## src/verilog/rv_isa_pkg.sv

```systemverilog
`default_nettype none

package rv_isa_pkg;

  // byte address as seen on both memory ports
  typedef logic [31:0] addr_t;
  // register or memory word
  typedef logic [31:0] data_t;
  // architectural register number
  typedef logic [4:0] reg_idx_t;
  // raw fetched instruction word
  typedef logic [31:0] instr_t;

  // major opcodes the core understands
  typedef enum logic [6:0] {
    OPC_LUI    = 7'b0110111,
    OPC_OP_IMM = 7'b0010011,
    OPC_OP     = 7'b0110011,
    OPC_LOAD   = 7'b0000011,
    OPC_STORE  = 7'b0100011,
    OPC_BRANCH = 7'b1100011,
    OPC_JAL    = 7'b1101111
  } opcode_e;

  // funct3 of register and immediate arithmetic
  typedef enum logic [2:0] {
    F3_ADD_SUB = 3'b000,
    F3_SLT     = 3'b010,
    F3_XOR     = 3'b100,
    F3_OR      = 3'b110,
    F3_AND     = 3'b111
  } alu_funct3_e;

  // funct3 of branches and word accesses
  typedef enum logic [2:0] {
    F3_BEQ  = 3'b000,
    F3_BNE  = 3'b001,
    F3_WORD = 3'b010
  } ctl_funct3_e;

  // funct7 for OP, sub flips bit 30
  typedef enum logic [6:0] {
    F7_BASE = 7'b0000000,
    F7_SUB  = 7'b0100000
  } funct7_e;

  // operations the execute alu can do
  typedef enum logic [2:0] {
    ALU_ADD    = 3'd0,
    ALU_SUB    = 3'd1,
    ALU_AND    = 3'd2,
    ALU_OR     = 3'd3,
    ALU_XOR    = 3'd4,
    ALU_SLT    = 3'd5,
    ALU_PASS_B = 3'd6
  } alu_op_e;

endpackage

`default_nettype wire

```

## src/verilog/rv_pipe_pkg.sv

```systemverilog
`default_nettype none

package rv_pipe_pkg;

  import rv_isa_pkg::*;

  // fetched word paired with its pc
  typedef struct packed {
    logic   valid;
    addr_t  pc;
    instr_t instr;
  } if_to_id_t;

  // decoded instruction with operands already read
  typedef struct packed {
    logic     valid;
    addr_t    pc;
    data_t    rs1_val;
    data_t    rs2_val;
    data_t    imm;
    reg_idx_t rd;
    alu_op_e  alu_op;
    // operand b comes from imm instead of rs2
    logic     alu_src_imm;
    logic     is_load;
    logic     is_store;
    logic     is_branch;
    // bne when set, beq otherwise
    logic     branch_ne;
    logic     is_jal;
    logic     reg_write;
  } id_to_ex_t;

  // alu result doubles as the data address
  typedef struct packed {
    logic     valid;
    data_t    alu_result;
    data_t    store_data;
    reg_idx_t rd;
    logic     is_load;
    logic     is_store;
    logic     is_jal;
    logic     reg_write;
    // pc + 4 for jal
    data_t    link;
  } ex_to_mem_t;

  // final result waiting for the register file
  typedef struct packed {
    logic     valid;
    data_t    result;
    reg_idx_t rd;
    logic     reg_write;
  } mem_to_wb_t;

  // register file write port
  typedef struct packed {
    logic     we;
    reg_idx_t rd;
    data_t    data;
  } wb_t;

endpackage

`default_nettype wire
```

## src/verilog/decode_stage.sv

```systemverilog
`timescale 1ns/10ps
`default_nettype none

module decode_stage
  import rv_isa_pkg::*;
  import rv_pipe_pkg::*;
  ( input  wire            clk
  , input  wire            reset
  , input  wire            stall
  , input  wire            flush
  , input  wire if_to_id_t if_to_id
  , input  wire wb_t       wb
  , output id_to_ex_t      id_to_ex
  , output reg_idx_t       rs1
  , output reg_idx_t       rs2
  , output logic           uses_rs1
  , output logic           uses_rs2
  );

  if_to_id_t  if_id_q;
  // x0 has no storage
  data_t      regs [1:31];
  instr_t     instr;
  logic [6:0] opcode;
  logic [2:0] funct3;
  logic [6:0] funct7;
  reg_idx_t   rd;
  data_t      imm_i;
  data_t      imm_s;
  data_t      imm_b;
  data_t      imm_u;
  data_t      imm_j;
  logic       legal;
  logic       need_rs1;
  logic       need_rs2;
  logic       writes_rd;
  data_t      rs1_val;
  data_t      rs2_val;

  // IF/ID register, flush wins over stall
  always_ff @(posedge clk) begin
    if (reset || flush) begin
      if_id_q.valid <= 1'b0;
    end else if (!stall) begin
      if_id_q <= if_to_id;
    end
  end

  always_ff @(posedge clk) begin
    if (wb.we && wb.rd != '0) begin
      regs[wb.rd] <= wb.data;
    end
  end

  // read with write-through from writeback
  function automatic data_t read_reg(reg_idx_t idx);
    data_t value;
    if (idx == '0) begin
      value = '0;
    end else if (wb.we && wb.rd == idx) begin
      value = wb.data;
    end else begin
      value = regs[idx];
    end
    return value;
  endfunction

  assign instr  = if_id_q.instr;
  assign opcode = instr[6:0];
  assign funct3 = instr[14:12];
  assign funct7 = instr[31:25];
  assign rd     = instr[11:7];
  assign rs1    = instr[19:15];
  assign rs2    = instr[24:20];

  // immediates for every format
  assign imm_i = {{20{instr[31]}}, instr[31:20]};
  assign imm_s = {{20{instr[31]}}, instr[31:25], instr[11:7]};
  assign imm_b = {{19{instr[31]}}, instr[31], instr[7], instr[30:25], instr[11:8], 1'b0};
  assign imm_u = {instr[31:12], 12'b0};
  assign imm_j = {{11{instr[31]}}, instr[31], instr[19:12], instr[20], instr[30:21], 1'b0};

  always_comb begin
    rs1_val = read_reg(rs1);
    rs2_val = read_reg(rs2);
  end

  always_comb begin
    legal                = 1'b0;
    need_rs1             = 1'b0;
    need_rs2             = 1'b0;
    writes_rd            = 1'b0;
    id_to_ex.imm         = imm_i;
    id_to_ex.alu_op      = ALU_ADD;
    id_to_ex.alu_src_imm = 1'b0;
    id_to_ex.is_load     = 1'b0;
    id_to_ex.is_store    = 1'b0;
    id_to_ex.is_branch   = 1'b0;
    id_to_ex.branch_ne   = funct3 == F3_BNE;
    id_to_ex.is_jal      = 1'b0;
    case (opcode)
      OPC_LUI: begin
        legal                = 1'b1;
        writes_rd            = 1'b1;
        id_to_ex.imm         = imm_u;
        id_to_ex.alu_op      = ALU_PASS_B;
        id_to_ex.alu_src_imm = 1'b1;
      end
      OPC_OP_IMM: begin
        // addi only
        legal                = funct3 == F3_ADD_SUB;
        need_rs1             = 1'b1;
        writes_rd            = 1'b1;
        id_to_ex.alu_src_imm = 1'b1;
      end
      OPC_OP: begin
        need_rs1  = 1'b1;
        need_rs2  = 1'b1;
        writes_rd = 1'b1;
        legal     = funct7 == F7_BASE;
        case (funct3)
          F3_ADD_SUB: begin
            legal           = funct7 == F7_BASE || funct7 == F7_SUB;
            id_to_ex.alu_op = funct7 == F7_SUB ? ALU_SUB : ALU_ADD;
          end
          F3_SLT: id_to_ex.alu_op = ALU_SLT;
          F3_XOR: id_to_ex.alu_op = ALU_XOR;
          F3_OR:  id_to_ex.alu_op = ALU_OR;
          F3_AND: id_to_ex.alu_op = ALU_AND;
          default: legal = 1'b0;
        endcase
      end
      OPC_LOAD: begin
        legal                = funct3 == F3_WORD;
        need_rs1             = 1'b1;
        writes_rd            = 1'b1;
        id_to_ex.alu_src_imm = 1'b1;
        id_to_ex.is_load     = 1'b1;
      end
      OPC_STORE: begin
        legal                = funct3 == F3_WORD;
        need_rs1             = 1'b1;
        need_rs2             = 1'b1;
        id_to_ex.imm         = imm_s;
        id_to_ex.alu_src_imm = 1'b1;
        id_to_ex.is_store    = 1'b1;
      end
      OPC_BRANCH: begin
        legal              = funct3 == F3_BEQ || funct3 == F3_BNE;
        need_rs1           = 1'b1;
        need_rs2           = 1'b1;
        id_to_ex.imm       = imm_b;
        id_to_ex.is_branch = 1'b1;
      end
      OPC_JAL: begin
        legal           = 1'b1;
        writes_rd       = 1'b1;
        id_to_ex.imm    = imm_j;
        id_to_ex.is_jal = 1'b1;
      end
      default: legal = 1'b0;
    endcase
    // unsupported words travel as bubbles
    id_to_ex.valid     = if_id_q.valid && legal;
    id_to_ex.pc        = if_id_q.pc;
    id_to_ex.rs1_val   = rs1_val;
    id_to_ex.rs2_val   = rs2_val;
    id_to_ex.rd        = rd;
    // x0 is never a write target
    id_to_ex.reg_write = id_to_ex.valid && writes_rd && rd != '0;
  end

  assign uses_rs1 = id_to_ex.valid && need_rs1;
  assign uses_rs2 = id_to_ex.valid && need_rs2;

endmodule

`default_nettype wire

```

## src/verilog/execute_stage.sv

```systemverilog
`timescale 1ns/10ps
`default_nettype none

module execute_stage
  import rv_isa_pkg::*;
  import rv_pipe_pkg::*;
  ( input  wire            clk
  , input  wire            reset
  , input  wire            stall
  , input  wire            flush
  , input  wire id_to_ex_t id_to_ex
  , output ex_to_mem_t     ex_to_mem
  , output logic           redirect
  , output addr_t          redirect_target
  , output reg_idx_t       ex_rd
  , output logic           ex_reg_write
  );

  id_to_ex_t id_ex_q;
  data_t     op_a;
  data_t     op_b;
  data_t     alu_result;
  logic      operands_equal;
  logic      branch_taken;

  // ID/EX register, bubble on stall or flush
  always_ff @(posedge clk) begin
    if (reset) begin
      id_ex_q.valid <= 1'b0;
    end else if (stall || flush) begin
      id_ex_q.valid <= 1'b0;
    end else begin
      id_ex_q <= id_to_ex;
    end
  end

  assign op_a = id_ex_q.rs1_val;
  assign op_b = id_ex_q.alu_src_imm ? id_ex_q.imm : id_ex_q.rs2_val;

  always_comb begin
    case (id_ex_q.alu_op)
      ALU_ADD:    alu_result = op_a + op_b;
      ALU_SUB:    alu_result = op_a - op_b;
      ALU_AND:    alu_result = op_a & op_b;
      ALU_OR:     alu_result = op_a | op_b;
      ALU_XOR:    alu_result = op_a ^ op_b;
      // signed compare
      ALU_SLT:    alu_result = {31'b0, $signed(op_a) < $signed(op_b)};
      ALU_PASS_B: alu_result = op_b;
      default:    alu_result = op_a + op_b;
    endcase
  end

  // beq/bne compare the two register values
  assign operands_equal = id_ex_q.rs1_val == id_ex_q.rs2_val;
  assign branch_taken   = id_ex_q.is_branch && (operands_equal ^ id_ex_q.branch_ne);

  assign redirect        = id_ex_q.valid && (branch_taken || id_ex_q.is_jal);
  assign redirect_target = id_ex_q.pc + id_ex_q.imm;

  // destination seen by the hazard unit
  assign ex_rd        = id_ex_q.rd;
  assign ex_reg_write = id_ex_q.valid && id_ex_q.reg_write;

  assign ex_to_mem.valid      = id_ex_q.valid;
  assign ex_to_mem.alu_result = alu_result;
  assign ex_to_mem.store_data = id_ex_q.rs2_val;
  assign ex_to_mem.rd         = id_ex_q.rd;
  assign ex_to_mem.is_load    = id_ex_q.is_load;
  assign ex_to_mem.is_store   = id_ex_q.is_store;
  assign ex_to_mem.is_jal     = id_ex_q.is_jal;
  assign ex_to_mem.reg_write  = ex_reg_write;
  assign ex_to_mem.link       = id_ex_q.pc + 32'd4;

endmodule

`default_nettype wire

```

## src/verilog/fetch_stage.sv

```systemverilog
`timescale 1ns/10ps
`default_nettype none

module fetch_stage
  import rv_isa_pkg::*;
  import rv_pipe_pkg::*;
  #(parameter addr_t reset_pc = '0)
  ( input  wire         clk
  , input  wire         reset
  , input  wire         stall
  , input  wire         redirect
  , input  wire addr_t  redirect_target
  , output addr_t       instr_address
  , input  wire instr_t instr_read_data
  , output if_to_id_t   if_to_id
  );

  addr_t pc_q;

  // redirect from execute beats a stall
  always_ff @(posedge clk) begin
    if (reset) begin
      pc_q <= reset_pc;
    end else if (redirect) begin
      pc_q <= redirect_target;
    end else if (!stall) begin
      pc_q <= pc_q + 32'd4;
    end
  end

  assign instr_address = pc_q;

  // memory answers in the same cycle
  assign if_to_id.valid = 1'b1;
  assign if_to_id.pc    = pc_q;
  assign if_to_id.instr = instr_read_data;

endmodule

`default_nettype wire

```

## src/verilog/hazard_unit.sv

```systemverilog
`timescale 1ns/10ps
`default_nettype none

module hazard_unit
  import rv_isa_pkg::*;
  ( input  wire reg_idx_t rs1
  , input  wire reg_idx_t rs2
  , input  wire           uses_rs1
  , input  wire           uses_rs2
  , input  wire reg_idx_t ex_rd
  , input  wire reg_idx_t mem_rd
  , input  wire           ex_reg_write
  , input  wire           mem_reg_write
  , input  wire           redirect
  , output logic          stall
  , output logic          flush
  );

  logic rs1_hit;
  logic rs2_hit;

  // no forwarding, so wait until the producer reaches writeback
  always_comb begin
    rs1_hit = uses_rs1 &&
              ((ex_reg_write && ex_rd == rs1) || (mem_reg_write && mem_rd == rs1));
    rs2_hit = uses_rs2 &&
              ((ex_reg_write && ex_rd == rs2) || (mem_reg_write && mem_rd == rs2));
  end

  // taken branch or jal kills both younger slots
  assign flush = redirect;
  // a stalled instruction behind a redirect is squashed anyway
  assign stall = (rs1_hit || rs2_hit) && !redirect;

endmodule

`default_nettype wire

```

## src/verilog/memory_stage.sv

```systemverilog
`timescale 1ns/10ps
`default_nettype none

module memory_stage
  import rv_isa_pkg::*;
  import rv_pipe_pkg::*;
  ( input  wire             clk
  , input  wire             reset
  , input  wire ex_to_mem_t ex_to_mem
  , output addr_t           data_address
  , output data_t           data_write_data
  , output logic [3:0]      data_write_enable
  , input  wire data_t      data_read_data
  , output reg_idx_t        mem_rd
  , output logic            mem_reg_write
  , output wb_t             wb
  );

  ex_to_mem_t ex_mem_q;
  mem_to_wb_t mem_wb_q;

  // EX/MEM register
  always_ff @(posedge clk) begin
    if (reset) begin
      ex_mem_q.valid <= 1'b0;
    end else begin
      ex_mem_q <= ex_to_mem;
    end
  end

  // address and data always driven, enable only for a live store
  assign data_address      = ex_mem_q.alu_result;
  assign data_write_data   = ex_mem_q.store_data;
  assign data_write_enable = (ex_mem_q.valid && ex_mem_q.is_store) ? 4'b1111 : 4'b0000;

  assign mem_rd        = ex_mem_q.rd;
  assign mem_reg_write = ex_mem_q.valid && ex_mem_q.reg_write;

  // MEM/WB register picks load data, link or alu result
  always_ff @(posedge clk) begin
    if (reset) begin
      mem_wb_q.valid <= 1'b0;
    end else begin
      mem_wb_q.valid     <= ex_mem_q.valid;
      mem_wb_q.rd        <= ex_mem_q.rd;
      mem_wb_q.reg_write <= mem_reg_write;
      if (ex_mem_q.is_load) begin
        mem_wb_q.result <= data_read_data;
      end else if (ex_mem_q.is_jal) begin
        mem_wb_q.result <= ex_mem_q.link;
      end else begin
        mem_wb_q.result <= ex_mem_q.alu_result;
      end
    end
  end

  assign wb.we   = mem_wb_q.valid && mem_wb_q.reg_write;
  assign wb.rd   = mem_wb_q.rd;
  assign wb.data = mem_wb_q.result;

endmodule

`default_nettype wire

```

## src/verilog/riscv_pipelined.sv

```systemverilog
`timescale 1ns/10ps
`default_nettype none

// five-stage in-order core with split instruction and data ports
module riscv_pipelined
  import rv_isa_pkg::*;
  import rv_pipe_pkg::*;
  #(parameter addr_t reset_pc = '0)
  ( input  wire         clk
  , input  wire         reset

  // instruction port
  , output addr_t       memory_instr__address
  , input  wire instr_t memory_instr__read_data

  // data port
  , output addr_t       memory_data__address
  , output data_t       memory_data__write_data
  , output logic  [3:0] memory_data__write_enable
  , input  wire data_t  memory_data__read_data
  );

  if_to_id_t  if_to_id;
  id_to_ex_t  id_to_ex;
  ex_to_mem_t ex_to_mem;
  wb_t        wb;

  // hazard unit inputs and outputs
  reg_idx_t rs1;
  reg_idx_t rs2;
  logic     uses_rs1;
  logic     uses_rs2;
  reg_idx_t ex_rd;
  reg_idx_t mem_rd;
  logic     ex_reg_write;
  logic     mem_reg_write;
  logic     stall;
  logic     flush;

  // control flow resolved in execute
  logic  redirect;
  addr_t redirect_target;

  fetch_stage #(.reset_pc(reset_pc)) fetch
    ( .clk             ( clk                     )
    , .reset           ( reset                   )
    , .stall           ( stall                   )
    , .redirect        ( redirect                )
    , .redirect_target ( redirect_target         )
    , .instr_address   ( memory_instr__address   )
    , .instr_read_data ( memory_instr__read_data )
    , .if_to_id        ( if_to_id                )
    );

  decode_stage decode
    ( .clk      ( clk      )
    , .reset    ( reset    )
    , .stall    ( stall    )
    , .flush    ( flush    )
    , .if_to_id ( if_to_id )
    , .wb       ( wb       )
    , .id_to_ex ( id_to_ex )
    , .rs1      ( rs1      )
    , .rs2      ( rs2      )
    , .uses_rs1 ( uses_rs1 )
    , .uses_rs2 ( uses_rs2 )
    );

  execute_stage execute
    ( .clk             ( clk             )
    , .reset           ( reset           )
    , .stall           ( stall           )
    , .flush           ( flush           )
    , .id_to_ex        ( id_to_ex        )
    , .ex_to_mem       ( ex_to_mem       )
    , .redirect        ( redirect        )
    , .redirect_target ( redirect_target )
    , .ex_rd           ( ex_rd           )
    , .ex_reg_write    ( ex_reg_write    )
    );

  memory_stage memory
    ( .clk               ( clk                       )
    , .reset             ( reset                     )
    , .ex_to_mem         ( ex_to_mem                 )
    , .data_address      ( memory_data__address      )
    , .data_write_data   ( memory_data__write_data   )
    , .data_write_enable ( memory_data__write_enable )
    , .data_read_data    ( memory_data__read_data    )
    , .mem_rd            ( mem_rd                    )
    , .mem_reg_write     ( mem_reg_write             )
    , .wb                ( wb                        )
    );

  hazard_unit hazard
    ( .rs1           ( rs1           )
    , .rs2           ( rs2           )
    , .uses_rs1      ( uses_rs1      )
    , .uses_rs2      ( uses_rs2      )
    , .ex_rd         ( ex_rd         )
    , .mem_rd        ( mem_rd        )
    , .ex_reg_write  ( ex_reg_write  )
    , .mem_reg_write ( mem_reg_write )
    , .redirect      ( redirect      )
    , .stall         ( stall         )
    , .flush         ( flush         )
    );

endmodule

`default_nettype wire

```

## config.mk

```make
export PLATFORM = sky130hd
export DESIGN_NAME = riscv_pipelined
export DESIGN_NICKNAME = d
export VERILOG_FILES = /design/src/verilog/rv_isa_pkg.sv /design/src/verilog/rv_pipe_pkg.sv /design/src/verilog/decode_stage.sv /design/src/verilog/execute_stage.sv /design/src/verilog/fetch_stage.sv /design/src/verilog/hazard_unit.sv /design/src/verilog/memory_stage.sv /design/src/verilog/riscv_pipelined.sv
export SDC_FILE = /design/constraint.sdc
export NUM_CORES = 2
export LEC_CHECK = 0
export BUFFER_PORTS_ARGS = -buffer_cell sky130_fd_sc_hd__buf_2
export CAP_MARGIN = 20
export CELL_PAD_IN_SITES_DETAIL_PLACEMENT = 1
export CELL_PAD_IN_SITES_GLOBAL_PLACEMENT = 1
export CORE_UTILIZATION = 54
export CTS_CLUSTER_DIAMETER = 50
export DETAILED_ROUTE_END_ITERATION = 10
export PLACE_DENSITY = 0.8
export SETUP_SLACK_MARGIN = 0.4
export SKIP_LAST_GASP = 1
export SYNTH_ARGS = -nofsm -noshare
export SYNTH_HDL_FRONTEND = slang
export SYNTH_SLANG_ARGS = --single-unit
```

## constraint.sdc

```tcl
create_clock -name clk -period 10.1 [get_ports clk]
set_clock_uncertainty 0.05 [all_clocks]
set_input_delay 0.505 -clock clk [delete_from_list [all_inputs] [get_ports clk]]
set_output_delay 0.505 -clock clk [all_outputs]
set_load 0.1 [all_outputs]
```

==> results.py <==
metrics = {
    "outcome": {
        "status": "complete, no violations",
    },
    "logic_synthesis": {
        "synth_area_sq_um": 69500,
        "ys_top_cells_by_count": "1342 x edfxtp_1, 476 x mux4_2, 345 x nor2_1, 291 x mux2i_1, 273 x a21oi_1",
        "ys_ff_latch": 1378,
        "synth_flop_cell": "edfxtp_1",
        "synth_area_leaders": "edfxtp_1 58%, mux4_2 15%, mux2i_1 4.2%, ha_1 2.7%, a21oi_1 2.0%",
        "synth_edf_count": 1342,
        "yosys.cell_count.top_type": "edfxtp_1",
        "synthCells": 4575,
        "synth_warnings": 0,
        "ys_types": 82,
        "ys_seq_area_share_pct": 59.0,
        "synth_area_leader_cell": "edfxtp_1",
        "syn_area_per_cell_sq_um": 15.2,
        "yosysTopAreaCellShare_pct": 58.0,
        "syn_nets": 4796,
        "synthArstFlopShare_pct": 0,
    },
    "clock_network": {
        "clkSlewWorstSetupHoldPaths_ps": 60,
        "clock_latency_ps": 810,
        "cts_setup_buffers": 0,
        "cts.sinks": 1378,
        "cts_tree": "built",
        "cts_buffers": 159,
        "cts_buffer_depth": 3,
        "clk_root_buffer_cell": "clkbuf_16",
        "h-tree-depth": 4,
    },
    "timing": {
        "setup_viol": 0,
        "setup_tns_ps": 0,
        "finalHoldViolCount": 0,
        "tightest_slew_ps": 1200,
        "fin_crit_sh_pct": 54.5,
        "slew_viol_final": 0,
        "post-route-min-period_ps": 5500,
        "rsz0062_at_grt": "false",
        "slew_headroom_pct": 19.3,
        "fmax_mhz": 182,
    },
    "pwr": {
        "powerDensity_nw_per_um2": 188,
        "vdd_drop_max_v": 0.000149,
        "leakagePower_nw": 27.1,
        "p_total_mw": 14.7,
    },
    "setup_path": {
        "required_ps": 10460,
        "cp.arrival_ps": 5860,
        "critPathMaxFanout": 68,
        "crit_type": "register to register",
        "r2r_cells": 10,
        "critPathLaunchType": "register",
        "endpoint_kind": "register",
    },
    "die": {
        "die_area_sq_um": 130000,
        "start_util_pct": 54.4,
        "core_area_sq_um": 128000,
        "num_rows": 131,
        "io_pins": 166,
        "die_y_microns": 361,
        "die_x_microns": 361,
    },
    "detailed_routing": {
        "vias_per_cell": 7.02,
        "postRouteAntennaNets": 0,
        "route.detailed.drc": 0,
        "drtIter0Drc": 6095,
        "drt-total-wl_microns": 237000,
        "firstDrtPassIters": 6,
        "num_vias": 45600,
        "routedWlPerCell_microns": 36.5,
    },
    "global_route": {
        "grt_max_degree": 140,
        "grt_pass1_vias": 46900,
        "grt_overflow": 0,
        "antenna_found_initial": 10,
        "grtUsageTotal_pct": 36.4,
        "grt_pass1_wl_microns": 338000,
    },
    "place": {
        "hpwl_microns": 146000,
        "port_buffers": 165,
        "place_area_sq_um": 71700,
        "place.gp.congestion": 1.02,
    },
    "cells_and_area": {
        "design_area_sq_um": 78100,
        "drive_gt1_share_pct": 22.8,
        "area_delta_synth_final_pct": 12.3,
        "nFillCells": 11500,
        "layout.nets": 4910,
    },
    "worst_hold_path": {
        "min_path_type": "input pin to register",
        "min_path_cells": 3,
    },
    "run": {
        "max_cap_violations": 0,
    },
}
==> routing by layer <==
metal	up-vias	global-route usage, %	wire [microns]
met3	730	7.12	24200
met2	2922	57.8	112000
met5	-	0	69
met4	12	18.9	13900
met1	23500	47.8	86600
li1	18400	-	-
==> cell type report <==
type	instances	area (sq um)	share of cell area, %
Sequential cell	1378	41000	52.5
Multi-Input combinational cell	2708	26500	34.0
Clock buffer	195	4260	5.46
Timing Repair Buffer	314	2490	3.19
Tap cell	1662	2080	2.66
Clock inverter	101	1200	1.54
Inverter	128	485	0.622
Antenna cell	4	10.0	0.0128
==> metrics by stage <==
step,std cells,setup slack (ps),util (%),hold slack (ps)
6_report,6490,4600,61.1,67.3
5_1_grt,6486,4360,61.1,107
4_1_cts,6466,4700,60.7,78.1
3_5_place_dp,6138,4780,56.2,356
3_3_place_gp,6137,4900,56.2,350
2_1_floorplan,4575,902,-,350
==> where the power goes <==
group | internal, mW | switching, mW
clock network | 3.57 | 2.47
registers | 6.46 | 0.180
logic | 0.687 | 1.30
total | 10.7 | 3.95
==> flip-flops by register name, indices dropped and copies added, names as in the netlist <==
| name | cells |
|---|---|
| decode.id_to_ex | 32 |
| decode.if_id_q | 1 |
| decode.instr | 32 |
| decode.regs | 992 |
| execute.ex_rd | 5 |
| execute.ex_to_mem | 36 |
| execute.id_ex_q | 71 |
| execute.op_a | 32 |
| fetch.instr_address | 32 |
| memory.data_address | 32 |
| memory.data_write_data | 32 |
| memory.ex_mem_q | 37 |
| memory.mem_rd | 5 |
| memory.mem_wb_q | 2 |
| memory.wb | 37 |
==> cells by family (layout without fill, tap and decap cells) <==
| kind of cell | count (synthesis) | count (layout) | share of synthesized area (%) |
|---|---|---|---|
| other | 0 | 4 | 0 |
| AOI/OAI and AO/OA | 838 | 838 | 7.78 |
| buffers and inverters | 489 | 738 | 3.25 |
| muxes | 777 | 777 | 19.8 |
| xor gates and xnor gates | 195 | 195 | 2.46 |
| and+or+nand+nor | 743 | 743 | 4.91 |
| DFF | 1378 | 1378 | 59.0 |
| adders and majority gates | 155 | 155 | 2.82 |
==> final timing paths <==
kind / start / end / slack [ps]
worst max-delay path: decode.instr[22] / execute.ex_rd[0] / 4600
worst min-delay path: memory_data__read_data[26] / memory.wb[26] / 70
worst max register to register: decode.instr[22] / execute.ex_rd[0] / 4600
worst min register to register: decode.id_to_ex[140] / execute.id_ex_q[140] / 370
==> what timing repair did <==
item,4_1_cts,5_1_grt
resized for setup,0,0
hold buffers,32,0
hold endpoints to repair,32,0
==> cells in the final DEF, fill, tap and decap left out, types with 21 or more instances in the layout <==
cell type	synthesis	final
o21ai_0	107	107
nand2b_1	26	24
nand3_1	39	37
edfxtp_1	1342	1342
dfxtp_1	36	36
inv_1	126	125
buf_2	67	165
nor3_1	29	27
mux2i_1	291	291
nand2_1	148	148
buf_4	89	90
ha_1	152	152
a211oi_1	121	121
nand4_1	35	35
o221ai_1	30	30
nor2b_1	27	27
xor2_1	52	52
nor2_1	345	312
clkinv_2	0	25
mux4_2	476	476
nor2_4	0	31
dlygate4sd3_1	0	32
bufinv_16	0	21
a21oi_1	273	273
clkbuf_1	173	27
o22ai_1	90	90
xnor2_1	143	143
clkbuf_16	0	164
a21o_1	62	62
==> critical path: stages, from the launching register on <==
cell      delay, ps
edfxtp_1        330
buf_4           490
buf_4           650
xnor2_1         160
nand4_1         120
o22ai_1         100
a22oi_1         460
or3_1           480
and3_4          520
buf_4           690
buf_4           850
Note: power is estimated with default switching activity, not from simulation.
